--- src/dcache_cfg_pkg.sv ---
package dcache_cfg_pkg;

    // CPU side
    localparam int ADDR_WIDTH = 32;
    localparam int WORD_WIDTH = 32;

    // Geometry
    localparam int WAYS           = 2;
    localparam int SETS           = 16;
    localparam int WORDS_PER_LINE = 4;

    // Address fields, from the low end up
    localparam int BYTE_OFFSET_WIDTH = 2;
    localparam int WORD_OFFSET_WIDTH = 2;
    localparam int INDEX_WIDTH       = 4;
    localparam int TAG_WIDTH         =
        ADDR_WIDTH - INDEX_WIDTH - WORD_OFFSET_WIDTH - BYTE_OFFSET_WIDTH;

    typedef logic [WORD_WIDTH-1:0]        word_t;
    typedef logic [WORD_WIDTH/8-1:0]      byte_en_t;
    typedef logic [INDEX_WIDTH-1:0]       index_t;
    typedef logic [WORD_OFFSET_WIDTH-1:0] word_offset_t;

    // One tag RAM entry
    typedef struct packed {
        logic                 valid;
        logic                 dirty;
        logic [TAG_WIDTH-1:0] tag;
    } tag_entry_t;

    // Word 0 sits at the lowest address of the line
    typedef logic [WORDS_PER_LINE-1:0][WORD_WIDTH-1:0] line_t;

    typedef logic [WAYS-1:0]         way_sel_t;
    typedef logic [$clog2(WAYS)-1:0] way_idx_t;

endpackage

--- src/dcache_bus_pkg.sv ---
package dcache_bus_pkg;

    // Memory bus data path
    localparam int BUS_DATA_WIDTH = 32;

    // Every transfer is an incrementing burst over one line
    localparam int BEATS_PER_LINE = 4;

    typedef logic [$clog2(BEATS_PER_LINE)-1:0] beat_cnt_t;

endpackage

--- src/dcache_way_ram.sv ---
`timescale 1ns/1ps

module dcache_way_ram #(
    parameter type payload_t = logic,
    parameter int  DEPTH     = 16
) (
    input  logic                     clk,
    input  logic                     we,
    input  logic [$clog2(DEPTH)-1:0] waddr,
    input  payload_t                 wdata,
    input  logic [$clog2(DEPTH)-1:0] raddr,
    output payload_t                 rdata
);

    // One entry per set
    payload_t mem [DEPTH];

    always_ff @(posedge clk) begin
        if (we) begin
            mem[waddr] <= wdata;
        end
    end

    // Read is combinational so hit detection sees it in the same cycle
    assign rdata = mem[raddr];

endmodule

--- src/dcache_refill.sv ---
`timescale 1ns/1ps

module dcache_refill
    import dcache_cfg_pkg::*;
    import dcache_bus_pkg::*;
(
    input  logic                      clk,
    input  logic                      rst,
    input  logic                      start,
    input  logic [ADDR_WIDTH-1:0]     line_addr,
    output logic                      done,
    output line_t                     line,
    output logic                      arvalid,
    output logic [ADDR_WIDTH-1:0]     araddr,
    input  logic                      arready,
    input  logic                      rvalid,
    input  logic [BUS_DATA_WIDTH-1:0] rdata,
    input  logic                      rlast,
    output logic                      rready
);

    typedef enum logic [1:0] {
        RF_IDLE,
        RF_ADDR,
        RF_DATA
    } rf_state_t;

    rf_state_t             state;
    beat_cnt_t             beat_cnt;
    logic [ADDR_WIDTH-1:0] addr_q;

    assign arvalid = (state == RF_ADDR);
    assign araddr  = addr_q;
    assign rready  = (state == RF_DATA) && rvalid;
    // Last beat lands in the line on this edge
    assign done    = (state == RF_DATA) && rvalid && rlast;

    always_ff @(posedge clk) begin
        if (rst) begin
            state    <= RF_IDLE;
            beat_cnt <= '0;
        end else begin
            case (state)
                RF_IDLE: begin
                    if (start) begin
                        state    <= RF_ADDR;
                        beat_cnt <= '0;
                    end
                end
                RF_ADDR: begin
                    if (arready) begin
                        state <= RF_DATA;
                    end
                end
                RF_DATA: begin
                    if (rvalid) begin
                        beat_cnt <= beat_cnt + 1'b1;
                        if (rlast) begin
                            state <= RF_IDLE;
                        end
                    end
                end
                default: state <= RF_IDLE;
            endcase
        end
    end

    // Address and collected beats
    always_ff @(posedge clk) begin
        if (state == RF_IDLE && start) begin
            addr_q <= {line_addr[ADDR_WIDTH-1:BYTE_OFFSET_WIDTH+WORD_OFFSET_WIDTH],
                       {(BYTE_OFFSET_WIDTH + WORD_OFFSET_WIDTH){1'b0}}};
        end
        if (state == RF_DATA && rvalid) begin
            line[beat_cnt] <= rdata;
        end
    end

endmodule

--- src/dcache_writeback.sv ---
`timescale 1ns/1ps

module dcache_writeback
    import dcache_cfg_pkg::*;
    import dcache_bus_pkg::*;
(
    input  logic                      clk,
    input  logic                      rst,
    input  logic                      start,
    input  logic [ADDR_WIDTH-1:0]     line_addr,
    input  line_t                     line,
    output logic                      busy,
    output logic                      awvalid,
    output logic [ADDR_WIDTH-1:0]     awaddr,
    input  logic                      awready,
    output logic                      wvalid,
    output logic [BUS_DATA_WIDTH-1:0] wdata,
    output logic                      wlast,
    input  logic                      wready,
    input  logic                      bvalid,
    output logic                      bready
);

    typedef enum logic [1:0] {
        WB_IDLE,
        WB_ADDR,
        WB_DATA,
        WB_RESP
    } wb_state_t;

    wb_state_t             state;
    beat_cnt_t             beat_cnt;
    logic [ADDR_WIDTH-1:0] addr_q;
    line_t                 line_q;

    assign busy    = (state != WB_IDLE);
    assign awvalid = (state == WB_ADDR);
    assign awaddr  = addr_q;
    assign wvalid  = (state == WB_DATA);
    assign wdata   = line_q[beat_cnt];
    assign wlast   = (beat_cnt == beat_cnt_t'(BEATS_PER_LINE - 1));
    // Response code is not checked
    assign bready  = 1'b1;

    always_ff @(posedge clk) begin
        if (rst) begin
            state    <= WB_IDLE;
            beat_cnt <= '0;
        end else begin
            case (state)
                WB_IDLE: begin
                    if (start) begin
                        state <= WB_ADDR;
                    end
                end
                WB_ADDR: begin
                    beat_cnt <= '0;
                    if (awready) begin
                        state <= WB_DATA;
                    end
                end
                WB_DATA: begin
                    if (wready) begin
                        beat_cnt <= beat_cnt + 1'b1;
                        if (wlast) begin
                            state <= WB_RESP;
                        end
                    end
                end
                WB_RESP: begin
                    if (bvalid) begin
                        state <= WB_IDLE;
                    end
                end
                default: state <= WB_IDLE;
            endcase
        end
    end

    // Victim copy, so the way can be refilled meanwhile
    always_ff @(posedge clk) begin
        if (state == WB_IDLE && start) begin
            addr_q <= line_addr;
            line_q <= line;
        end
    end

endmodule

--- src/dcache_ctrl.sv ---
`timescale 1ns/1ps

module dcache_ctrl
    import dcache_cfg_pkg::*;
    import dcache_bus_pkg::*;
(
    input  logic                    clk,
    input  logic                    rst,
    input  logic [ADDR_WIDTH-1:0]   address,
    input  logic                    read,
    input  logic                    write,
    input  byte_en_t                byteenable,
    input  word_t                   wrdata,
    output word_t                   rddata,
    output logic                    stall,
    input  tag_entry_t [WAYS-1:0]   tag_rdata,
    input  line_t [WAYS-1:0]        line_rdata,
    output index_t                  ram_index,
    output index_t                  raddr,
    output way_sel_t                tag_we,
    output tag_entry_t              tag_wdata,
    output way_sel_t                line_we,
    output line_t                   line_wdata,
    output logic                    wb_start,
    output logic [ADDR_WIDTH-1:0]   wb_addr,
    output line_t                   wb_line,
    input  logic                    wb_busy,
    output logic                    rf_start,
    output logic [ADDR_WIDTH-1:0]   rf_addr,
    input  logic                    rf_done,
    input  line_t                   rf_line
);

    typedef enum logic [2:0] {
        SWEEP,
        IDLE,
        EVICT,
        WB_WAIT,
        FILL,
        DONE
    } state_t;

    state_t                 state, state_d;
    index_t                 sweep_cnt;
    logic [7:0]             lfsr;
    way_idx_t               victim;
    tag_entry_t             victim_tag;
    logic                   victim_dirty;
    logic [TAG_WIDTH-1:0]   req_tag;
    index_t                 req_index;
    word_offset_t           req_offset;
    byte_en_t               wr_be;
    way_sel_t               hit;
    logic                   any_hit;
    logic                   miss;
    line_t                  hit_line;

    // Merge the write bytes into one word of a line
    function automatic line_t merge_line(input line_t base, input word_offset_t pos,
                                         input byte_en_t be, input word_t data);
        line_t merged;
        merged = base;
        for (int b = 0; b < WORD_WIDTH / 8; b++) begin
            if (be[b]) begin
                merged[pos][8*b +: 8] = data[8*b +: 8];
            end
        end
        return merged;
    endfunction

    assign req_tag    = address[ADDR_WIDTH-1 -: TAG_WIDTH];
    assign req_index  = address[BYTE_OFFSET_WIDTH+WORD_OFFSET_WIDTH +: INDEX_WIDTH];
    assign req_offset = address[BYTE_OFFSET_WIDTH +: WORD_OFFSET_WIDTH];
    assign wr_be      = write ? byteenable : '0;

    always_comb begin
        hit_line = '0;
        for (int i = 0; i < WAYS; i++) begin
            hit[i] = tag_rdata[i].valid && (tag_rdata[i].tag == req_tag);
            if (hit[i]) begin
                hit_line = line_rdata[i];
            end
        end
    end

    assign any_hit = |hit;
    assign miss    = (read || write) && !any_hit;
    assign stall   = (state != IDLE) || miss;

    // Victim stays fixed while the miss is handled
    assign victim       = lfsr[$bits(way_idx_t)-1:0];
    assign victim_tag   = tag_rdata[victim];
    assign victim_dirty = victim_tag.valid && victim_tag.dirty;

    // Bursts always start at beat 0 of the line
    assign wb_start = (state == EVICT) && victim_dirty;
    assign wb_addr  = {victim_tag.tag, req_index, beat_cnt_t'(0), {BYTE_OFFSET_WIDTH{1'b0}}};
    assign wb_line  = line_rdata[victim];
    assign rf_start = ((state == EVICT) && !victim_dirty) || ((state == WB_WAIT) && !wb_busy);
    assign rf_addr  = {req_tag, req_index, beat_cnt_t'(0), {BYTE_OFFSET_WIDTH{1'b0}}};

    assign raddr     = req_index;
    assign ram_index = (state == SWEEP) ? sweep_cnt : req_index;

    // RAM write control
    always_comb begin
        tag_we          = '0;
        line_we         = '0;
        tag_wdata.valid = 1'b1;
        tag_wdata.dirty = write;
        tag_wdata.tag   = req_tag;
        line_wdata      = merge_line(hit_line, req_offset, wr_be, wrdata);
        case (state)
            SWEEP: begin
                tag_we    = '1;
                tag_wdata = '0;
            end
            IDLE: begin
                if (write && any_hit) begin
                    tag_we  = hit;
                    line_we = hit;
                end
            end
            DONE: begin
                tag_we[victim]  = 1'b1;
                line_we[victim] = 1'b1;
                line_wdata      = merge_line(rf_line, req_offset, wr_be, wrdata);
            end
            default: ;
        endcase
    end

    always_comb begin
        state_d = state;
        case (state)
            SWEEP:   if (&sweep_cnt) state_d = IDLE;
            IDLE:    if (miss) state_d = EVICT;
            EVICT:   state_d = victim_dirty ? WB_WAIT : FILL;
            WB_WAIT: if (!wb_busy) state_d = FILL;
            FILL:    if (rf_done) state_d = DONE;
            DONE:    state_d = IDLE;
            default: state_d = SWEEP;
        endcase
    end

    always_ff @(posedge clk) begin
        if (rst) begin
            state     <= SWEEP;
            sweep_cnt <= '0;
            lfsr      <= 8'h01;
        end else begin
            state <= state_d;
            if (state == SWEEP) begin
                sweep_cnt <= sweep_cnt + 1'b1;
            end
            // Step x^8 + x^6 + x^5 + x^4 + 1 once per miss
            if (state == IDLE && miss) begin
                lfsr <= {lfsr[6:0], lfsr[7] ^ lfsr[5] ^ lfsr[4] ^ lfsr[3]};
            end
        end
    end

    always_ff @(posedge clk) begin
        if (state == IDLE && read && any_hit) begin
            rddata <= hit_line[req_offset];
        end
    end

endmodule

--- src/dcache_top.sv ---
`timescale 1ns/1ps

module dcache_top
    import dcache_cfg_pkg::*;
(
    input  logic                  clk,
    input  logic                  rst,
    // CPU data port
    input  logic [ADDR_WIDTH-1:0] address,
    input  logic                  read,
    input  logic                  write,
    input  byte_en_t              byteenable,
    input  word_t                 wrdata,
    output word_t                 rddata,
    output logic                  stall,
    // Memory read channels
    output logic                  arvalid,
    output logic [ADDR_WIDTH-1:0] araddr,
    input  logic                  arready,
    input  logic                  rvalid,
    input  word_t                 rdata,
    input  logic                  rlast,
    output logic                  rready,
    // Memory write channels
    output logic                  awvalid,
    output logic [ADDR_WIDTH-1:0] awaddr,
    input  logic                  awready,
    output logic                  wvalid,
    output word_t                 wdata,
    output logic                  wlast,
    input  logic                  wready,
    input  logic                  bvalid,
    output logic                  bready
);

    tag_entry_t [WAYS-1:0] tag_rdata;
    line_t [WAYS-1:0]      line_rdata;
    index_t                ram_index;
    index_t                raddr;
    way_sel_t              tag_we;
    tag_entry_t            tag_wdata;
    way_sel_t              line_we;
    line_t                 line_wdata;
    logic                  wb_start;
    logic [ADDR_WIDTH-1:0] wb_addr;
    line_t                 wb_line;
    logic                  wb_busy;
    logic                  rf_start;
    logic [ADDR_WIDTH-1:0] rf_addr;
    logic                  rf_done;
    line_t                 rf_line;

    for (genvar i = 0; i < WAYS; i++) begin : gen_way
        dcache_way_ram #(
            .payload_t (tag_entry_t),
            .DEPTH     (SETS)
        ) i_tag_ram (
            .clk   (clk),
            .we    (tag_we[i]),
            .waddr (ram_index),
            .wdata (tag_wdata),
            .raddr (raddr),
            .rdata (tag_rdata[i])
        );

        dcache_way_ram #(
            .payload_t (line_t),
            .DEPTH     (SETS)
        ) i_line_ram (
            .clk   (clk),
            .we    (line_we[i]),
            .waddr (ram_index),
            .wdata (line_wdata),
            .raddr (raddr),
            .rdata (line_rdata[i])
        );
    end

    dcache_ctrl i_ctrl (
        .clk        (clk),
        .rst        (rst),
        .address    (address),
        .read       (read),
        .write      (write),
        .byteenable (byteenable),
        .wrdata     (wrdata),
        .rddata     (rddata),
        .stall      (stall),
        .tag_rdata  (tag_rdata),
        .line_rdata (line_rdata),
        .ram_index  (ram_index),
        .raddr      (raddr),
        .tag_we     (tag_we),
        .tag_wdata  (tag_wdata),
        .line_we    (line_we),
        .line_wdata (line_wdata),
        .wb_start   (wb_start),
        .wb_addr    (wb_addr),
        .wb_line    (wb_line),
        .wb_busy    (wb_busy),
        .rf_start   (rf_start),
        .rf_addr    (rf_addr),
        .rf_done    (rf_done),
        .rf_line    (rf_line)
    );

    dcache_refill i_refill (
        .clk       (clk),
        .rst       (rst),
        .start     (rf_start),
        .line_addr (rf_addr),
        .done      (rf_done),
        .line      (rf_line),
        .arvalid   (arvalid),
        .araddr    (araddr),
        .arready   (arready),
        .rvalid    (rvalid),
        .rdata     (rdata),
        .rlast     (rlast),
        .rready    (rready)
    );

    dcache_writeback i_writeback (
        .clk       (clk),
        .rst       (rst),
        .start     (wb_start),
        .line_addr (wb_addr),
        .line      (wb_line),
        .busy      (wb_busy),
        .awvalid   (awvalid),
        .awaddr    (awaddr),
        .awready   (awready),
        .wvalid    (wvalid),
        .wdata     (wdata),
        .wlast     (wlast),
        .wready    (wready),
        .bvalid    (bvalid),
        .bready    (bready)
    );

endmodule

--- config.mk ---
export PLATFORM = sky130hd
export DESIGN_NAME = dcache_top
export DESIGN_NICKNAME = d
export VERILOG_FILES = /design/src/dcache_cfg_pkg.sv /design/src/dcache_bus_pkg.sv /design/src/dcache_way_ram.sv /design/src/dcache_refill.sv /design/src/dcache_writeback.sv /design/src/dcache_ctrl.sv /design/src/dcache_top.sv
export SDC_FILE = /design/constraint.sdc
export NUM_CORES = 2
export LEC_CHECK = 0
export BUFFER_PORTS_ARGS = -buffer_cell sky130_fd_sc_hd__buf_2
export CAP_MARGIN = 20
export CORE_ASPECT_RATIO = 0.6
export CORE_MARGIN = 4
export CORE_UTILIZATION = 40
export CTS_CLUSTER_SIZE = 25
export DETAILED_ROUTE_END_ITERATION = 8
export PLACE_DENSITY = 0.67
export SLEW_MARGIN = 20
export SYNTH_ARGS = -nofsm -noshare
export SYNTH_HDL_FRONTEND = slang
export SYNTH_MEMORY_MAX_BITS = 65536
export SYNTH_SLANG_ARGS = --single-unit
--- constraint.sdc ---
create_clock -name clk -period 12.3 [get_ports clk]
set_clock_uncertainty 0.15 [all_clocks]
set_input_delay 3.69 -clock clk [delete_from_list [all_inputs] [get_ports clk]]
set_output_delay 3.69 -clock clk [all_outputs]
set_load 0.01 [all_outputs]
[Yosys cells after proc, flatten, opt, wreduce, memory -nomap -nowiden]
Memories as Yosys holds them, arrays and structs flattened.
Index checks and enable logic that the tools add are counted.
Word-level totals
  register bits: 367
  RAM bits: 4928
  input bits: 110
  memories: 4
Operators by class
  add/subtract/negate cells: 3
  $lt $le $gt $ge: 7
  equality and inequality tests: 27
  mux-type cells: 79
  bitwise operators: 3
  reduce and logical (&&, ||, !) cells: 37
Memories
  gen_way[0].i_line_ram.mem: depth 16, width 128, read ports 1, clocked after Yosys merged registers in 0, wr ports 1, RTL line dcache_way_ram.sv:16  | payload_t mem [DEPTH];
  gen_way[1].i_line_ram.mem: depth 16, width 128, read ports 1, clocked after Yosys merged registers in 0, wr ports 1, RTL line dcache_way_ram.sv:16
  gen_way[0].i_tag_ram.mem: depth 16, width 26, read ports 1, clocked after Yosys merged registers in 0, wr ports 1, RTL line dcache_way_ram.sv:16
  gen_way[1].i_tag_ram.mem: depth 16, width 26, read ports 1, clocked after Yosys merged registers in 0, wr ports 1, RTL line dcache_way_ram.sv:16
Operator list (number)
  $mux W128: 16
  $bwmux W128: 9
  $demux W32 S2: 5
  $bmux W32 S2: 2
  $mux W32: 4
  $mux W26: 3
  $eq A24 B24 Y1: 2
  $mux W2: 13
  $mux W24: 1
  $logic_and A1 B1 Y1: 18
  $ne A2 B1 Y1 const B: 9
  $pmux W3 S6: 1
  $mux W16: 1
  $mux W3: 5
  $pmux W2 S2: 3
  $pmux W2 S3: 2
  $reduce_and A4 Y1: 3
  $lt A2 B3 Y1 const B: 3
  $mux W1: 9
  $eq A2 B2 Y1 const B: 4
  $mux W4: 2
  $mux W8: 1
  $ne A2 B2 Y1 const B: 4
  $pmux W2 S4: 1
  other kinds (21): 35

[Depth between registers and ports, before layout]
  depth in word-level cells: 16
  depth in mapped cells: 20

[Modules after synthesis]
Synthesis repeated with hierarchy kept, for this count alone.
Second synthesis, totals
  cells, all modules: 9600
  area, all modules: 206775.8 um^2
Modules (own cells, without submodules)
  dcache_way_ram at gen_way[1].i_line_ram: times used 1, cells each 3229, area each 76882.5 um^2, seq. area each 61499.0 um^2
  dcache_way_ram at gen_way[0].i_line_ram: times used 1, cells each 3237, area each 76781.1 um^2, seq. area each 61499.0 um^2
  dcache_way_ram at gen_way[0].i_tag_ram ...: times used 2, cells each 660, area each 15856.5 um^2, seq. area each 12492.0 um^2
  dcache_ctrl: times used 1, cells each 1383, area each 10445.0 um^2, seq. area each 1261.2 um^2
  dcache_writeback: times used 1, cells each 234, area each 5908.2 um^2, seq. area each 4884.7 um^2
  dcache_refill: times used 1, cells each 197, area each 5046.1 um^2, seq. area each 4764.6 um^2

[Worst setup path after synthesis]
No wires, ideal clock.
  path kind: input-to-reg
  from: input port address[6]
  to: register i_writeback.addr_q[10], in the netlist i_writeback.awaddr[10] (enable)
  data arrival time: 12260 ps
  path slack: -784 ps
  stages on the path: 14
  buffers on the path: 8
  path through: buf_2 > buf_2 > buf_2 > buf_2 > buf_2 > buf_4 > buf_2 > buf_2 > nand2_1 > nand3_1 > a41oi_1 > nor2_1 > nand2_1 > nor2_1
On the way
  word-level cells in the longest chain between the ends: 6
  elaborated cells between the ends (all ways): 7
  classes of those cells: mux: 2; reduce/logical: 3; memory: 2
RTL lines
  start: declaration: RTL line dcache_top.sv:9  | input logic [ADDR_WIDTH-1:0] address,
  $mem_v2 Z16 W26
  $mux W26 (not written as such) * (2 in a row): RTL line dcache_ctrl.sv:92  | assign victim_tag = tag_rdata[victim];
  $logic_and A1 B1 Y1 *: RTL line dcache_ctrl.sv:93  | assign victim_dirty = victim_tag.valid && victim_tag.dirty;
  $logic_and A1 B1 Y1 *: RTL line dcache_ctrl.sv:96  | assign wb_start = (state == EVICT) && victim_dirty;
  $logic_and A1 B1 Y1 *: RTL line dcache_writeback.sv:82  | if (state == WB_IDLE && start) begin
  end signal: assignment: RTL line dcache_writeback.sv:83  | addr_q <= line_addr;
  end: declaration: RTL line dcache_writeback.sv:33  | logic [ADDR_WIDTH-1:0] addr_q;
Mark *: on every way between the ends. The rest lies on a longest branch, timed or not. The select of a mux whose other input is x is not followed.
A chain may end at the register's enable or synchronous reset.

[Worst setup path after layout]
  from: input port address[5]
  to: output port stall
On the way
  word-level cells in the longest chain between the ends: 7
  elaborated cells between the ends (all ways): 10
  classes of those cells: eq/ne: 2; reduce/logical: 6; memory: 2
RTL lines
  $mem_v2 Z16 W26
  $eq A24 B24 Y1: RTL line dcache_ctrl.sv:79  | hit[i] = tag_rdata[i].valid && (tag_rdata[i].tag == req_tag);
  $logic_and A1 B1 Y1: RTL line dcache_ctrl.sv:79
  $reduce_or A2 Y1 *: RTL line dcache_ctrl.sv:86  | assign any_hit = |hit;
  $logic_not A1 Y1 *: RTL line dcache_ctrl.sv:87  | assign miss = (read || write) && !any_hit;
  $logic_and A1 B1 Y1 *: RTL line dcache_ctrl.sv:87
  $logic_or A1 B1 Y1 *: RTL line dcache_ctrl.sv:88  | assign stall = (state != IDLE) || miss;
  end: declaration: RTL line dcache_top.sv:15  | output logic stall,
Mark *: on every way between the ends. The rest lies on a longest branch, timed or not.

==> out/results.txt <==
Result of the run -> finished clean
Via count -> 108,000
Critical-path maximum fanout -> 61
Sum of routed wire length over all layers -> 605 mm
Psw -> 8910 uW
Net Sw Frac -> 0.232
Type of the worst setup path -> in2out
Remaining max-slew budget at the tightest pin -> 0.111
Total clock sinks -> 5,295
Total routing usage reported by global routing -> 0.223
Clock insertion delay at the later pin of the skew report -> 1.06 ns
Final Slew Violations -> 0
Most used DFF post-synth -> sky130_fd_sc_hd__edfxtp_1
Tot Pwr -> 38,400 uW
Sum of overflow across all layers after global routing -> 0
Element type at the critical path start -> input pin
Layout Area Growth over Synthesis -> 13.8%
CTS tree -> built
Core Region -> 0.516 sq mm
Starting density of the core -> 0.402
End point of the critical path -> stall
Cell at the slowest stage of the critical path -> sky130_fd_sc_hd__or4_1
Resized Gates After CTS -> 0
Critical path depth in cells -> 10
Rows -> 204
Most frequent cells in the layout -> sky130_fd_sc_hd__edfxtp_1, sky130_fd_sc_hd__mux4_2, sky130_fd_sc_hd__nand2_1, sky130_fd_sc_hd__clkbuf_16, sky130_fd_sc_hd__buf_4
Worst path top cell family by delay -> compound AO/OA/AOI/OAI gates
Internal portion of total power -> 29,500 uW
Width of the die -> 938 microns
Share of layout cells above drive strength 1 -> 0.295
Proportion of synthesized flip-flops having asynchronous set or reset -> 0
Reg clk slew, reported paths -> 0.07 ns
Total of hold buffers inserted after clock tree synthesis -> 0
Share of the yosys chip area belonging to registers -> 0.765
Mean instance size in the synthesized netlist -> 21.9 sq um
Antenna violation net count after detailed routing -> 0
Count of buffer and inverter cells on the critical path -> 2
Worst reg-to-reg path cell count -> 12
Final period demand of the worst path -> 11.48 ns
GPL Wtd Cong -> 0.938
Hold/Removal Path Class -> reg2reg
Endpoint of the worst register-to-register path -> gen_way[1].i_line_ram.mem[8][33]$_DFFE_PP_
Launch point of the worst reg-to-reg path -> gen_way[1].i_tag_ram.mem[7][12]$_DFFE_PP_
CP cell instances -> buf_8 -> nand2b_1 -> o221ai_1 -> o22ai_1 -> a21oi_1 -> o2111ai_1 -> or4_1 -> a2111oi_4 -> o31ai_1 -> buf_2
Largest stage delay on the critical path -> 0.68 ns
Via count of the first global-routing pass -> 105,000
Final worst-path cycle share -> 0.934
Hold violation count in the final report -> 0
Sequential fraction of design power -> 0.538
Clock root cell -> sky130_fd_sc_hd__clkbuf_16
Count of cell types in the netlist -> 75
Detailed-router iteration count before antenna repair -> 6
Num CTS Buffers -> 464
Detailed-route DRC error count -> 0
Finish-stage setup viols -> 0
Fraction of power consumed by the clock network -> 0.380
Count of flip-flops with a built-in enable after synthesis -> 5,272
Number of warnings printed during yosys synthesis -> 0
Maximum number of buffers from clock root to sink -> 4
Area of the mapped netlist -> 0.208 sq mm
Global-route wire length before repair -> 840 mm
Data required time of the critical path -> 8.46 ns
Mapped Cells -> 9,482
Final hold slack -> 0.350 ns
Post-detailed-route wirelength per cell -> 34.8 microns
Net total in the final layout -> 10,200
Die footprint -> 0.531 sq mm
Critical path arrival -> 7.64 ns
Peak VDD IR -> 194 uV
Maximum number of pins on one net before global-route repair -> 146
Most common library cell in the layout ignoring fill and taps -> sky130_fd_sc_hd__edfxtp_1
Start point of the critical path -> address[5]
Worst slew pin tran -> 1.32 ns
Post-detailed-route via-to-cell ratio -> 6.21
Endpoint class of the critical path -> output port
Setup repair after global routing missed its margin -> false
Number of H-tree levels -> 5
Die height -> 566 microns
Reg2reg setup slack -> 6.22 ns
Power per cell area -> 163 mW/mm^2
Final HPWL from detailed placement -> 344 mm
Top-Level Pins -> 245
Peak Freq -> 87.1 MHz
P_leak -> 0.0742 uW
Initial antenna violation count -> 76
Buffers on Ports -> 233
Flip-flop and latch count after synthesis -> 5,295
Power share of the combinational group -> 0.083
Reported max-cap violation count -> 0
Post-CTS repair timing setup buffer count -> 0
Initial drt markers -> 17,900
-- area by class of cell --
cell class	instances	area, sq um
clock buffer	572	12100
timing repair buffer	652	5970
antenna	43	108
multi-input combinational	3621	47400
sequential	5295	159000
tap	6901	8630
fill	41700	280000
clock inverter	270	2860
inverter	36	155
-- power by group through the flow --
stage / registers [uW] / clock network, uW / logic, uW
CTS: 20600 / 14800 / 3090
detailed placement: 21000 / 0 / 3080
global placement: 21000 / 0 / 2990
global route: 20700 / 15500 / 3300
finish: 20600 / 14600 / 3170
floorplan: 21000 / 0 / 1790
-- kinds of logic after synthesis --
| kind of cell | synth area share |
|---|---|
| AND/OR/NAND/NOR | 0.0249 |
| flip-flops | 0.765 |
| multiplexers | 0.175 |
| XOR/XNOR | 0.00135 |
| AO/OA/AOI/OAI | 0.0205 |
| adder cells (fa/ha/maj) | 0.000603 |
| other | 0.0000362 |
| buffers and inverters | 0.0129 |
-- routing by layer --
metal | global-route usage | part of all wire | up-vias
met3 | 0.0625 | 0.14 | 1185
met1 | 0.327 | 0.38 | 57600
li1 | - | - | 41200
met5 | 0 | 0.00018 | -
met2 | 0.322 | 0.44 | 8109
met4 | 0.0772 | 0.039 | 14
-- cells in the mapped netlist, types with 16 or more instances --
cell type / number / area share
sky130_fd_sc_hd__nand2_1: 548 / 0.0099
sky130_fd_sc_hd__buf_4: 34 / 0.0012
sky130_fd_sc_hd__inv_1: 34 / 0.00061
sky130_fd_sc_hd__buf_1: 43 / 0.00078
sky130_fd_sc_hd__and2_1: 30 / 0.00090
sky130_fd_sc_hd__a211oi_1: 24 / 0.00087
sky130_fd_sc_hd__dfxtp_1: 23 / 0.0022
sky130_fd_sc_hd__nand2b_1: 19 / 0.00057
sky130_fd_sc_hd__edfxtp_1: 5272 / 0.76
sky130_fd_sc_hd__o21ai_0: 196 / 0.0047
sky130_fd_sc_hd__nand3_1: 176 / 0.0042
sky130_fd_sc_hd__buf_6: 23 / 0.0012
sky130_fd_sc_hd__xnor2_1: 20 / 0.00084
sky130_fd_sc_hd__nor2b_1: 25 / 0.00075
sky130_fd_sc_hd__clkbuf_1: 261 / 0.0047
sky130_fd_sc_hd__a22oi_1: 42 / 0.0015
sky130_fd_sc_hd__nor3_1: 18 / 0.00043
sky130_fd_sc_hd__o22ai_1: 16 / 0.00048
sky130_fd_sc_hd__nor2_1: 118 / 0.0021
sky130_fd_sc_hd__a21oi_1: 327 / 0.0079
sky130_fd_sc_hd__buf_2: 175 / 0.0042
sky130_fd_sc_hd__mux2_2: 65 / 0.0035
sky130_fd_sc_hd__a31oi_1: 26 / 0.00078
sky130_fd_sc_hd__or3_1: 128 / 0.0039
sky130_fd_sc_hd__mux2i_1: 132 / 0.0064
sky130_fd_sc_hd__mux4_2: 1518 / 0.16
-- tightest hold or removal path: stages (launching register included) --
cell,delay (ns)
sky130_fd_sc_hd__dfxtp_1,0.30
sky130_fd_sc_hd__nand2b_1,0.09
sky130_fd_sc_hd__mux2i_1,0.07
-- sequential cells by signal (all words and copies together) (netlist names) --
register                cells
gen_way.i_line_ram.mem   4096
gen_way.i_tag_ram.mem     832
i_ctrl.lfsr                 8
i_ctrl.rddata              32
i_ctrl.state                3
i_ctrl.sweep_cnt            4
i_refill.araddr            28
i_refill.beat_cnt           2
i_refill.line             128
i_refill.state              2
i_writeback.awaddr         28
i_writeback.beat_cnt        2
i_writeback.line_q        128
i_writeback.state           2
-- through the flow --
| step | area, sq um | worst slack, ns | utilization | instances | setup TNS, ns |
|---|---|---|---|---|---|
| finish | 236000 | 0.816 | 0.458 | 17400 | 0 |
| global route | 236000 | 0.645 | 0.458 | 17400 | 0 |
| CTS | 236000 | 0.816 | 0.457 | 17300 | 0 |
| detailed placement | 221000 | 0.829 | 0.428 | 16500 | 0 |
| global placement | 221000 | 0.853 | 0.427 | 16500 | 0 |
| floorplan | 208000 | -0.480 | - | 9489 | -1716.49 |
-- worst min path at each step --
stage                                              start                        endpoint  depth (start not counted)
after floorplan           i_refill.state[1]$_SDFFE_PP0P_  i_refill.state[0]$_SDFFE_PP0P_                          1
after global placement    i_refill.state[1]$_SDFFE_PP0P_  i_refill.state[0]$_SDFFE_PP0P_                          1
after detailed placement  i_refill.state[1]$_SDFFE_PP0P_  i_refill.state[0]$_SDFFE_PP0P_                          1
after CTS                 i_refill.state[1]$_SDFFE_PP0P_  i_refill.state[0]$_SDFFE_PP0P_                          1
after global routing         i_ctrl.lfsr[7]$_SDFFE_PP0P_     i_ctrl.lfsr[7]$_SDFFE_PP0P_                          2
final                        i_ctrl.lfsr[6]$_SDFFE_PP0P_     i_ctrl.lfsr[6]$_SDFFE_PP0P_                          2
No activity file was read; power rests on OpenSTA's default activity.
